$ cat src/common/logger_pkg.sv
`default_nettype none

package logger_pkg;

    // one sample word as written into and read out of the FIFO
    typedef logic [7:0] data_t;

    // error tallies stick at all ones instead of wrapping
    typedef logic [7:0] err_cnt_t;

    typedef logic [3:0] burst_cnt_t;    // valid words seen in one burst

    // burst controller states
    // st_settle waits out the last registered read before the burst is reported
    typedef enum logic [1:0] {
        st_idle,
        st_read,
        st_settle
    } ctrl_state_t;

endpackage

`default_nettype wire

$ cat src/source/burst_accum.sv
`timescale 1ns/1ps
`default_nettype none

module burst_accum (
    input  wire                    clk,
    input  wire                    rst_n,
    input  wire                    burst_start,
    input  wire                    rd_valid,
    input  wire logger_pkg::data_t rd_data,
    output logger_pkg::data_t      burst_sum,
    output logger_pkg::burst_cnt_t burst_words
);

    // results of the previous burst hold until the next burst_start
    always_ff @(posedge clk or negedge rst_n) begin
        if (!rst_n) begin
            burst_sum   <= '0;
            burst_words <= '0;
        end else if (burst_start) begin
            // in show-ahead mode the first word can arrive with burst_start
            burst_sum   <= rd_valid ? rd_data : '0;
            burst_words <= logger_pkg::burst_cnt_t'(rd_valid);
        end else if (rd_valid) begin
            burst_sum   <= burst_sum + rd_data;    // wraps modulo 256
            burst_words <= burst_words + 1'b1;
        end
    end

endmodule

`default_nettype wire

$ cat src/source/burst_ctrl.sv
`timescale 1ns/1ps
`default_nettype none

module burst_ctrl #(
    parameter int BURST_LEN = 4
) (
    input  wire  clk,
    input  wire  rst_n,
    input  wire  almost_full,
    input  wire  flush,
    output logic rd_en,
    output logic burst_start,
    output logic burst_done
);

    localparam int                BEAT_W    = $clog2(BURST_LEN + 1);
    localparam logic [BEAT_W-1:0] LAST_BEAT = BEAT_W'(BURST_LEN - 1);

    logger_pkg::ctrl_state_t state;
    logic [BEAT_W-1:0]       beat;
    logic                    flush_pend;
    logic                    af_seen;       // almost_full as sampled at the last edge
    logic                    go;

    assign go = (state == logger_pkg::st_idle) && (af_seen || flush_pend);

    assign rd_en       = (state == logger_pkg::st_read);
    assign burst_start = rd_en && (beat == '0);

    always_ff @(posedge clk or negedge rst_n) begin
        if (!rst_n) begin
            state      <= logger_pkg::st_idle;
            beat       <= '0;
            flush_pend <= 1'b0;
            af_seen    <= 1'b0;
            burst_done <= 1'b0;
        end else begin
            af_seen    <= almost_full;
            burst_done <= (state == logger_pkg::st_settle);

            // a flush seen mid-burst stays pending and launches the next burst
            if (flush) begin
                flush_pend <= 1'b1;
            end else if (go) begin
                flush_pend <= 1'b0;
            end

            case (state)
                logger_pkg::st_idle: begin
                    if (go) begin
                        state <= logger_pkg::st_read;
                        beat  <= '0;
                    end
                end
                logger_pkg::st_read: begin
                    if (beat == LAST_BEAT) begin
                        state <= logger_pkg::st_settle;
                    end else begin
                        beat <= beat + 1'b1;
                    end
                end
                logger_pkg::st_settle: begin
                    state <= logger_pkg::st_idle;   // last read word lands in this cycle
                end
                default: begin
                    state <= logger_pkg::st_idle;
                end
            endcase
        end
    end

endmodule

`default_nettype wire

$ cat src/source/fifo_err_counter.sv
`timescale 1ns/1ps
`default_nettype none

module fifo_err_counter (
    input  wire                  clk,
    input  wire                  rst_n,
    input  wire                  overflow,
    input  wire                  underflow,
    output logger_pkg::err_cnt_t ovf_count,
    output logger_pkg::err_cnt_t udf_count
);

    function automatic logger_pkg::err_cnt_t sat_inc(input logger_pkg::err_cnt_t cnt);
        if (cnt == '1) begin
            return cnt;
        end
        return cnt + 1'b1;
    endfunction

    // both tallies can step in the same cycle
    always_ff @(posedge clk or negedge rst_n) begin
        if (!rst_n) begin
            ovf_count <= '0;
            udf_count <= '0;
        end else begin
            if (overflow) begin
                ovf_count <= sat_inc(ovf_count);
            end
            if (underflow) begin
                udf_count <= sat_inc(udf_count);
            end
        end
    end

endmodule

`default_nettype wire

$ cat src/source/sample_logger_top.sv
`timescale 1ns/1ps
`default_nettype none

module sample_logger_top #(
    parameter int DATA_WIDTH = 8,
    parameter int FIFO_DEPTH = 16,
    parameter int ADDR_WIDTH = 4,
    parameter int BURST_LEN  = 4
) (
    input  wire                         clk,
    input  wire                         rst_n,
    input  wire                         wr_en,
    input  wire logger_pkg::data_t      wr_data,
    input  wire                         flush,
    output wire                         out_valid,
    output wire logger_pkg::data_t      out_data,
    output wire                         burst_done,
    output wire logger_pkg::data_t      burst_sum,
    output wire logger_pkg::burst_cnt_t burst_words,
    output wire                         full,
    output wire                         empty,
    output wire                         almost_empty,
    output wire logger_pkg::err_cnt_t   ovf_count,
    output wire logger_pkg::err_cnt_t   udf_count
);

    // a burst is launched as soon as one burst worth of words is stored
    localparam int AFULL_DEPTH = BURST_LEN;
    localparam int RDATA_MODE  = 0;

    wire almost_full;
    wire rd_en;
    wire burst_start;
    wire overflow;
    wire underflow;

    sync_fifo #(
        .DATA_WIDTH  (DATA_WIDTH),
        .FIFO_DEPTH  (FIFO_DEPTH),
        .AFULL_DEPTH (AFULL_DEPTH),
        .ADDR_WIDTH  (ADDR_WIDTH),
        .RDATA_MODE  (RDATA_MODE)
    ) u_fifo (
        .clk          (clk),
        .rst_n        (rst_n),
        .wr_en        (wr_en),
        .wr_data      (wr_data),
        .rd_en        (rd_en),
        .rd_data      (out_data),
        .rd_valid     (out_valid),
        .full         (full),
        .empty        (empty),
        .almost_full  (almost_full),
        .almost_empty (almost_empty),
        .overflow     (overflow),
        .underflow    (underflow)
    );

    burst_ctrl #(
        .BURST_LEN (BURST_LEN)
    ) u_ctrl (
        .clk         (clk),
        .rst_n       (rst_n),
        .almost_full (almost_full),
        .flush       (flush),
        .rd_en       (rd_en),
        .burst_start (burst_start),
        .burst_done  (burst_done)
    );

    burst_accum u_accum (
        .clk         (clk),
        .rst_n       (rst_n),
        .burst_start (burst_start),
        .rd_valid    (out_valid),
        .rd_data     (out_data),
        .burst_sum   (burst_sum),
        .burst_words (burst_words)
    );

    fifo_err_counter u_err (
        .clk       (clk),
        .rst_n     (rst_n),
        .overflow  (overflow),
        .underflow (underflow),
        .ovf_count (ovf_count),
        .udf_count (udf_count)
    );

endmodule

`default_nettype wire

$ cat src/sync_fifo/sync_fifo.sv
`timescale 1ns/1ps
`default_nettype none

module sync_fifo #(
    parameter int DATA_WIDTH  = 8,
    parameter int FIFO_DEPTH  = 16,
    parameter int AFULL_DEPTH = FIFO_DEPTH - 1,
    parameter int ADDR_WIDTH  = 4,
    parameter int RDATA_MODE  = 0
) (
    input  wire                    clk,
    input  wire                    rst_n,
    input  wire                    wr_en,
    input  wire logger_pkg::data_t wr_data,
    input  wire                    rd_en,
    output logger_pkg::data_t      rd_data,
    output logic                   rd_valid,
    output logic                   full,
    output logic                   empty,
    output logic                   almost_full,
    output logic                   almost_empty,
    output logic                   overflow,
    output logic                   underflow
);

    localparam logic [ADDR_WIDTH-1:0] LAST_ADDR = ADDR_WIDTH'(FIFO_DEPTH - 1);
    localparam logic [ADDR_WIDTH:0]   FULL_LVL  = (ADDR_WIDTH + 1)'(FIFO_DEPTH);
    localparam logic [ADDR_WIDTH:0]   AF_LVL    = (ADDR_WIDTH + 1)'(AFULL_DEPTH);
    localparam logic [ADDR_WIDTH:0]   AE_LVL    = (ADDR_WIDTH + 1)'(1);

    logic [DATA_WIDTH-1:0] mem [FIFO_DEPTH];
    logic [ADDR_WIDTH-1:0] wr_ptr;
    logic [ADDR_WIDTH-1:0] rd_ptr;
    logic [ADDR_WIDTH:0]   fill_cnt;    // one bit wider than the pointers so full fits
    logic                  wr_ok;
    logic                  rd_ok;

    assign wr_ok = wr_en && !full;
    assign rd_ok = rd_en && !empty;

    assign full         = (fill_cnt == FULL_LVL);
    assign empty        = (fill_cnt == '0);
    assign almost_full  = (fill_cnt >= AF_LVL);
    assign almost_empty = (fill_cnt <= AE_LVL);

    // pointers move only on accepted operations and wrap at the last entry
    always_ff @(posedge clk or negedge rst_n) begin
        if (!rst_n) begin
            wr_ptr <= '0;
            rd_ptr <= '0;
        end else begin
            if (wr_ok) begin
                wr_ptr <= (wr_ptr == LAST_ADDR) ? '0 : wr_ptr + 1'b1;
            end
            if (rd_ok) begin
                rd_ptr <= (rd_ptr == LAST_ADDR) ? '0 : rd_ptr + 1'b1;
            end
        end
    end

    always_ff @(posedge clk or negedge rst_n) begin
        if (!rst_n) begin
            fill_cnt <= '0;
        end else begin
            case ({wr_ok, rd_ok})
                2'b10:   fill_cnt <= fill_cnt + 1'b1;
                2'b01:   fill_cnt <= fill_cnt - 1'b1;
                default: fill_cnt <= fill_cnt;  // idle, or read and write together
            endcase
        end
    end

    always_ff @(posedge clk) begin
        if (wr_ok) begin
            mem[wr_ptr] <= wr_data;
        end
    end

    // rejected requests show up one cycle later as single-cycle pulses
    always_ff @(posedge clk or negedge rst_n) begin
        if (!rst_n) begin
            overflow  <= 1'b0;
            underflow <= 1'b0;
        end else begin
            overflow  <= wr_en && full;
            underflow <= rd_en && empty;
        end
    end

    generate
        if (RDATA_MODE == 0) begin : g_reg_read
            always_ff @(posedge clk or negedge rst_n) begin
                if (!rst_n) begin
                    rd_valid <= 1'b0;
                end else begin
                    rd_valid <= rd_ok;
                end
            end

            always_ff @(posedge clk) begin
                if (rd_ok) begin
                    rd_data <= mem[rd_ptr];
                end
            end
        end else begin : g_ahead_read
            // show-ahead, the head word is visible before the read strobe
            assign rd_data  = mem[rd_ptr];
            assign rd_valid = rd_ok;
        end
    endgenerate

endmodule

`default_nettype wire

$ cat config.mk
export PLATFORM = sky130hd
export DESIGN_NAME = sample_logger_top
export DESIGN_NICKNAME = d
export VERILOG_FILES = /design/src/common/logger_pkg.sv /design/src/source/burst_accum.sv /design/src/source/burst_ctrl.sv /design/src/source/fifo_err_counter.sv /design/src/source/sample_logger_top.sv /design/src/sync_fifo/sync_fifo.sv
export SDC_FILE = /design/constraint.sdc
export NUM_CORES = 1
export LEC_CHECK = 0
export BUFFER_PORTS_ARGS = -buffer_cell sky130_fd_sc_hd__buf_2
export CAP_MARGIN = 20
export CORE_ASPECT_RATIO = 1.2
export CORE_MARGIN = 3
export CORE_UTILIZATION = 67
export CTS_BUF_LIST = sky130_fd_sc_hd__clkbuf_4 sky130_fd_sc_hd__clkbuf_8
export CTS_CLUSTER_DIAMETER = 40
export DETAILED_ROUTE_END_ITERATION = 6
export GPL_ROUTABILITY_DRIVEN = 0
export PLACE_DENSITY = 0.89
export SYNTH_ARGS = -nofsm -noshare
export SYNTH_HDL_FRONTEND = slang
export SYNTH_SLANG_ARGS = --single-unit
$ cat constraint.sdc
create_clock -name clk -period 6.5 [get_ports clk]
set_input_delay 0.325 -clock clk [delete_from_list [all_inputs] [get_ports clk]]
set_output_delay 0.325 -clock clk [all_outputs]
set_load 0.01 [all_outputs]
==> results.yml, run 1 <==
critical_path:
  crit_slowest_cell: "sky130_fd_sc_hd__nor3_1"
  slowest_delay_ps: 850
  endpoint_kind: "flop"
  timing.setup.critical_path_class: "flop to flop"
  worst-endpoint-required_ps: 6590
  critPathTopFamily: "simple AND/OR/NAND/NOR gates"
  arrival_ps: 3090
  worst-path-buf-inv: 1
  critPathMaxFanout: 8
  cp-start-kind: "flop"
  path_cells: "inv_1, ha_1, and4bb_1, nor2b_1, nand2_2, nor3_1"
global_route:
  grt_first_pass_wirelength_microns: 23800
  vias_in_the_first_global_route: 4595
  antenna_found_initial: 0
  grt_start_max_net_pins: 53
  grt_overflow_total: 0
  grt_use_total: 0.239
route:
  vias: 4524
  drt-initial-drc-count: 363
  post_drt_via_cell_ratio: 6.07
  drc_errors: 0
  route.final.wire_length_microns: 15200
  dr.pass1.iters: 4
  antenna_left: 0
  avgRoutedWirePerCell_microns: 20.4
timing:
  rsz0062_at_grt: "no"
  final.period_utilization: 0.462
  finalHoldViolCount: 0
  timing.max_slew.rel_slack: 0.247
  setup-violations-final: 0
  finalSetupTns_ps: 0
  tightestPinTransition_ps: 1120
  finalWorstPathRequiredPeriod_ps: 3000
  clock_skew_ps: 14.8
  setup_slack_after_layout_ps: 3500
  maxClockFrequency_ghz: 0.333
  drv_slew: 0
  hold_ws_ps: 65.4
floorplanning:
  floorplan.die_area_sq_um: 13500
  fp.dieW_microns: 107
  row_count: 43
  pin_count: 53
  core_sq_um: 11700
  starting_utilization_of_the_core_area: 0.693
  fp.dieH_microns: 127
power:
  total_leakage_power_nw: 3.47
  totalPowerFinal_mw: 4.06
  power_per_cell_area_nw_per_um2: 452
  vdd_ir_drop_max_mv: 0.256
clock_tree:
  tritoncts: "built"
  tritoncts.num_buffers: 17
  number_of_buffers_inserted_by_post_cts_setup_repair: 0
  cts_root_buf: "sky130_fd_sc_hd__clkbuf_8"
  clock_sink_count: 188
  clk_pin_slew_worst_paths_ps: 90
  holdBufCountCts: 1
  cts_repair_resize_count: 0
  h_tree_level_count: 4
  ctsLongestPathBuffers: 2
  worst_skew_pair.late_latency_ps: 470
final_layout:
  register_area_sq_um: 5390
  layout.nets: 611
  antenna-diode-count: 0
  post_route_cells_drive_above_1_share: 0.207
  layout.filler_cells: 687
  area_of_all_placed_cells_without_fillers_sq_um: 8990
  growth_of_design_area_from_synthesis_to_finish_pct: 10.6
  multi_input_comb_area_sq_um: 2520
  finish.cell_count_without_fillers: 745
  layout_utilization: 0.767
synthesis:
  synth-edff-count: 136
  post-synth-top-area-cell: "sky130_fd_sc_hd__edfxtp_1"
  synth_async_sr_flop_share: 0.277
  synth_flop_cell: "sky130_fd_sc_hd__edfxtp_1"
  post_synth_inst_count: 514
  avgSynthCellArea_sq_um: 15.8
  syn-num-nets: 550
  yosys.area.top_type_share: 0.503
  synth-seq-area-share: 0.663
  ys_warn_count: 0
  synth-seq-cells: 188
  synth_top_cells_by_area: "sky130_fd_sc_hd__edfxtp_1 50%, sky130_fd_sc_hd__dfrtp_1 16%, sky130_fd_sc_hd__mux4_1 4.8%, sky130_fd_sc_hd__mux4_2 4.7%, sky130_fd_sc_hd__ha_1 3.5%"
  synth_cell_type_count: 51
  netlist_area_before_placement_sq_um: 8130
status:
  status: "complete, no violations"
run:
  cap_viol_max_count: 0
place:
  place_ws_ps: 3360
  placed_area_sq_um: 8520
  dp_cells: 709
  sum_of_net_half_perimeters_after_detailed_placement_microns: 10100
  buffer_ports.inserted: 52
worst_hold_path:
  min-delay-path-class: "input pin to flop"
==> where the power goes <==
| part | internal (mW) | switching (mW) | total (mW) |
|---|---|---|---|
| clock | 0.435 | 0.398 | 0.833 |
| sequential | 1.54 | 0.212 | 1.75 |
| combinational | 0.678 | 0.802 | 1.48 |
==> worst paths after layout <==
path / startpoint / end / slack [ps] / cells after the start
worst max-delay path: u_fifo.fill_cnt[0] / u_fifo.mem[4][6] / 3500 / 6
worst min-delay path: flush / u_ctrl.flush_pend / 70 / 2
worst max register to register: u_fifo.fill_cnt[0] / u_fifo.mem[4][6] / 3500 / 6
worst min register to register: u_err.udf_count[6] / u_err.udf_count[6] / 500 / 1
max in group asynchronous: rst_n / u_fifo.rd_ptr[0] / 5500 / 3
min in group asynchronous: rst_n / u_err.ovf_count[7] / 500 / 3
==> cell type report <==
type                    count  share of cell area
clock inverters            12              0.0205
multi-input cells         284               0.281
well taps                 157              0.0218
flip-flops and latches    188               0.599
inverters                  20             0.00835
clock buffers              20              0.0285
repair buffers             64              0.0412
==> registers in the layout, indices dropped and copies added, names as in the netlist, 2 cells and up <==
register             cells
u_err.ovf_count          8
u_err.udf_count          8
u_fifo.fill_cnt          5
u_ctrl.state             2
u_accum.burst_words      4
u_ctrl.beat              3
u_accum.burst_sum        8
u_fifo.wr_ptr            4
u_fifo.rd_ptr            4
u_fifo.rd_data           8
u_fifo.mem             128
==> worst reg2reg max path, cell delays in order, from the launching register on <==
cell and delay (ps):
sky130_fd_sc_hd__dfrtp_1 460, sky130_fd_sc_hd__inv_1 100, sky130_fd_sc_hd__ha_1 230, sky130_fd_sc_hd__and4bb_1 240, sky130_fd_sc_hd__nor2b_1 540, sky130_fd_sc_hd__nand2_2 200, sky130_fd_sc_hd__nor3_1 850
==> per-layer routing <==
layer / vias up / global-route usage / wire length (microns)
li1: 2083 / - / -
met5: - / 0 / 0
met1: 2261 / 0.291 / 5840
met3: 33 / 0.0611 / 909
met2: 147 / 0.410 / 8020
met4: 0 / 0.102 / 416
==> cells by family after synthesis <==
logic type	Yosys count	synth area share
flip-flops	188	0.663
AND/OR/NAND/NOR	123	0.0808
AO/OA/AOI/OAI	63	0.0479
multiplexers	47	0.115
buffers and inverters	42	0.0269
XOR/XNOR	27	0.0291
adder cells (fa/ha/maj)	24	0.0379
==> cell usage in the layout (no fill, tap or decap), types with 7 or more instances in the layout <==
cell type / synthesis / layout
sky130_fd_sc_hd__inv_1: 19 / 19
sky130_fd_sc_hd__xnor2_1: 15 / 15
sky130_fd_sc_hd__nor2_1: 18 / 18
sky130_fd_sc_hd__mux4_1: 15 / 15
sky130_fd_sc_hd__mux4_2: 17 / 17
sky130_fd_sc_hd__ha_1: 23 / 23
sky130_fd_sc_hd__o21ai_0: 16 / 16
sky130_fd_sc_hd__clkbuf_8: 0 / 17
sky130_fd_sc_hd__nor3_1: 11 / 11
sky130_fd_sc_hd__dfrtp_1: 52 / 51
sky130_fd_sc_hd__nor2b_1: 12 / 12
sky130_fd_sc_hd__nand2_1: 30 / 30
sky130_fd_sc_hd__buf_2: 8 / 53
sky130_fd_sc_hd__mux2i_1: 11 / 11
sky130_fd_sc_hd__a21oi_1: 16 / 16
sky130_fd_sc_hd__xor2_1: 12 / 12
sky130_fd_sc_hd__buf_4: 1 / 7
sky130_fd_sc_hd__edfxtp_1: 136 / 136
sky130_fd_sc_hd__a211oi_1: 9 / 9
sky130_fd_sc_hd__nand3_1: 16 / 16
==> Yosys cell counts, drive strengths merged (2+ instances only) <==
master  number
edfxtp     136
dfrtp       52
mux4        32
nand2       31
ha          23
inv         20
nor2        18
o21ai       17
a21oi       16
nand3       16
xnor2       15
buf         14
nor2b       12
xor2        12
mux2i       11
nor3        11
a211oi       9
clkbuf       8
and2         6
o211ai       6
nand4        5
nor4         5
a31oi        4
mux2         4
nand2b       4
nand3b       4
o31ai        4
nand4b       2
nor3b        2
o21a         2
or3          2
Power figures use the tool's default switching activity.
==> run 2, diff against run 1 <==
--- a/config.mk
+++ b/config.mk
@@ -9,12 +9,12 @@
 export CAP_MARGIN = 20
 export CORE_ASPECT_RATIO = 1.2
 export CORE_MARGIN = 3
-export CORE_UTILIZATION = 67
+export CORE_UTILIZATION = 63
 export CTS_BUF_LIST = sky130_fd_sc_hd__clkbuf_4 sky130_fd_sc_hd__clkbuf_8
 export CTS_CLUSTER_DIAMETER = 40
 export DETAILED_ROUTE_END_ITERATION = 6
 export GPL_ROUTABILITY_DRIVEN = 0
-export PLACE_DENSITY = 0.89
+export PLACE_DENSITY = 0.84
 export SYNTH_ARGS = -nofsm -noshare
 export SYNTH_HDL_FRONTEND = slang
 export SYNTH_SLANG_ARGS = --single-unit
==> constraint.sdc (replaced) <==
create_clock -name clk -period 3 [get_ports clk]
set_input_delay 0.15 -clock clk [delete_from_list [all_inputs] [get_ports clk]]
set_output_delay 0.15 -clock clk [all_outputs]
set_load 0.01 [all_outputs]
==> results.yml, run 2 (synthesis results as in run 1) <==
place:
  buffer_ports.inserted: 52
  sum_of_net_half_perimeters_after_detailed_placement_microns: 10400
  dp_cells: 724
timing:
  rsz0062_at_grt: "no"
  finalSetupTns_ps: 0
  maxClockFrequency_ghz: 0.414
  timing.max_slew.rel_slack: 0.292
  final.period_utilization: 0.805
  finalHoldViolCount: 0
  setup-violations-final: 0
  finalWorstPathRequiredPeriod_ps: 2410
  tightestPinTransition_ps: 1060
  drv_slew: 0
  clock_skew_ps: 18.7
final_layout:
  post_route_cells_drive_above_1_share: 0.217
  layout_commonest_cell: "sky130_fd_sc_hd__edfxtp_1"
  max_ffs_per_register: 128
  largest-register: "u_fifo.mem"
  final_cell_mix: "136 x sky130_fd_sc_hd__edfxtp_1, 52 x sky130_fd_sc_hd__buf_2, 51 x sky130_fd_sc_hd__dfrtp_1"
  growth_of_design_area_from_synthesis_to_finish_pct: 11.1
  antenna-diode-count: 0
  finish.cell_count_without_fillers: 759
  layout.nets: 621
  layout_utilization: 0.732
global_route:
  grt_use_total: 0.231
  antenna_found_initial: 0
  grt_start_max_net_pins: 38
  grt_first_pass_wirelength_microns: 24500
  vias_in_the_first_global_route: 4679
  grt_overflow_total: 0
clock_tree:
  clock_sink_count: 188
  holdBufCountCts: 3
  ctsLongestPathBuffers: 2
  h_tree_level_count: 4
  tritoncts.num_buffers: 17
  cts_repair_resize_count: 0
  number_of_buffers_inserted_by_post_cts_setup_repair: 0
  tritoncts: "built"
  worst_skew_pair.late_latency_ps: 460
  cts_root_buf: "sky130_fd_sc_hd__clkbuf_8"
  clk_pin_slew_worst_paths_ps: 110
route:
  antenna_left: 0
  post_drt_via_cell_ratio: 6.13
  drt-initial-drc-count: 537
  avgRoutedWirePerCell_microns: 19.8
  dr.pass1.iters: 5
  drc_errors: 0
  route.final.wire_length_microns: 15000
  vias: 4649
worst_hold_path:
  holdCritStartpoint: "wr_data[1]"
  holdPathEnd: "u_fifo.mem[6][1]"
  worstHoldPathCells: 1
  min-delay-path-class: "input pin to flop"
critical_path:
  arrival_ps: 2530
  critical_path.reg2reg.endpoint: "u_fifo.mem[9][5]"
  worstReg2RegStart: "u_fifo.fill_cnt[0]"
  r2r_setup_slack_ps: 590
  cp-start-kind: "flop"
  r2r_cells: 8
  worst-endpoint-required_ps: 3110
  timing.setup.critical_path_class: "flop to flop"
  endpoint_kind: "flop"
  critPathMaxFanout: 8
status:
  status: "complete, no violations"
floorplanning:
  core_sq_um: 12300
  row_count: 44
  floorplan.die_area_sq_um: 14300
  fp.dieW_microns: 110
  pin_count: 53
  fp.dieH_microns: 130
  starting_utilization_of_the_core_area: 0.659
run:
  cap_viol_max_count: 0
power:
  total_leakage_power_nw: 3.49
  totalPowerFinal_mw: 8.59
  power_per_cell_area_nw_per_um2: 951
  vdd_ir_drop_max_mv: 0.504
## run 2: how the worst max path moves through the flow
stage / startpoint / endpoint / slack (ps) / cells past startpoint
2_1_floorplan: u_fifo.fill_cnt[0] / u_fifo.mem[3][0] / 510 / 7
3_3_place_gp: u_fifo.fill_cnt[0] / u_fifo.mem[9][1] / 750 / 8
3_5_place_dp: u_fifo.fill_cnt[0] / u_fifo.mem[9][2] / 590 / 8
4_1_cts: u_fifo.fill_cnt[0] / u_fifo.mem[9][2] / 570 / 8
5_1_grt: u_fifo.fill_cnt[0] / u_fifo.mem[9][4] / 400 / 8
6_report: u_fifo.fill_cnt[0] / u_fifo.mem[9][5] / 590 / 8
## run 2: critical path: stages, from the launching register on
cell and delay [ps]:
sky130_fd_sc_hd__dfrtp_1 460, sky130_fd_sc_hd__inv_1 100, sky130_fd_sc_hd__ha_1 240, sky130_fd_sc_hd__and4bb_1 240, sky130_fd_sc_hd__nor2b_1 140, sky130_fd_sc_hd__buf_4 180, sky130_fd_sc_hd__inv_2 80, sky130_fd_sc_hd__nor3b_2 250
sky130_fd_sc_hd__and2_1 400
## run 2: where the power goes
| part | switching, mW | leakage (nW) | internal [mW] |
|---|---|---|---|
| combinational | 1.61 | 1.41 | 1.51 |
| clock | 0.960 | 0.189 | 0.634 |
| sequential | 0.555 | 1.89 | 3.32 |
| total | 3.13 | 3.49 | 5.46 |
## run 2: per-layer routing
layer,wire (microns),global-route usage,part of all wire
met1,6060,0.292,0.40
met2,7950,0.402,0.53
met3,811,0.0506,0.054
met4,227,0.0719,0.015
met5,0,0,0
## run 2: through the flow
| step | setup slack, ps | instance area, sq um | hold slack, ps |
|---|---|---|---|
| 2_1_floorplan | 515 | 8130 | -146 |
| 3_3_place_gp | 753 | 8590 | 347 |
| 3_5_place_dp | 594 | 8610 | 203 |
| 4_1_cts | 568 | 9030 | 44.6 |
| 5_1_grt | 395 | 9030 | 40.2 |
| 6_report | 585 | 9030 | 65.2 |
## run 2: layout make-up
| cell class | count | area (sq um) |
|---|---|---|
| Sequential cell | 188 | 5390 |
| Fill cell | 734 | 3300 |
| Multi-Input combinational cell | 284 | 2520 |
| Timing Repair Buffer | 74 | 458 |
| Clock buffer | 18 | 241 |
| Tap cell | 161 | 201 |
| Clock inverter | 14 | 146 |
| Inverter | 20 | 75.1 |
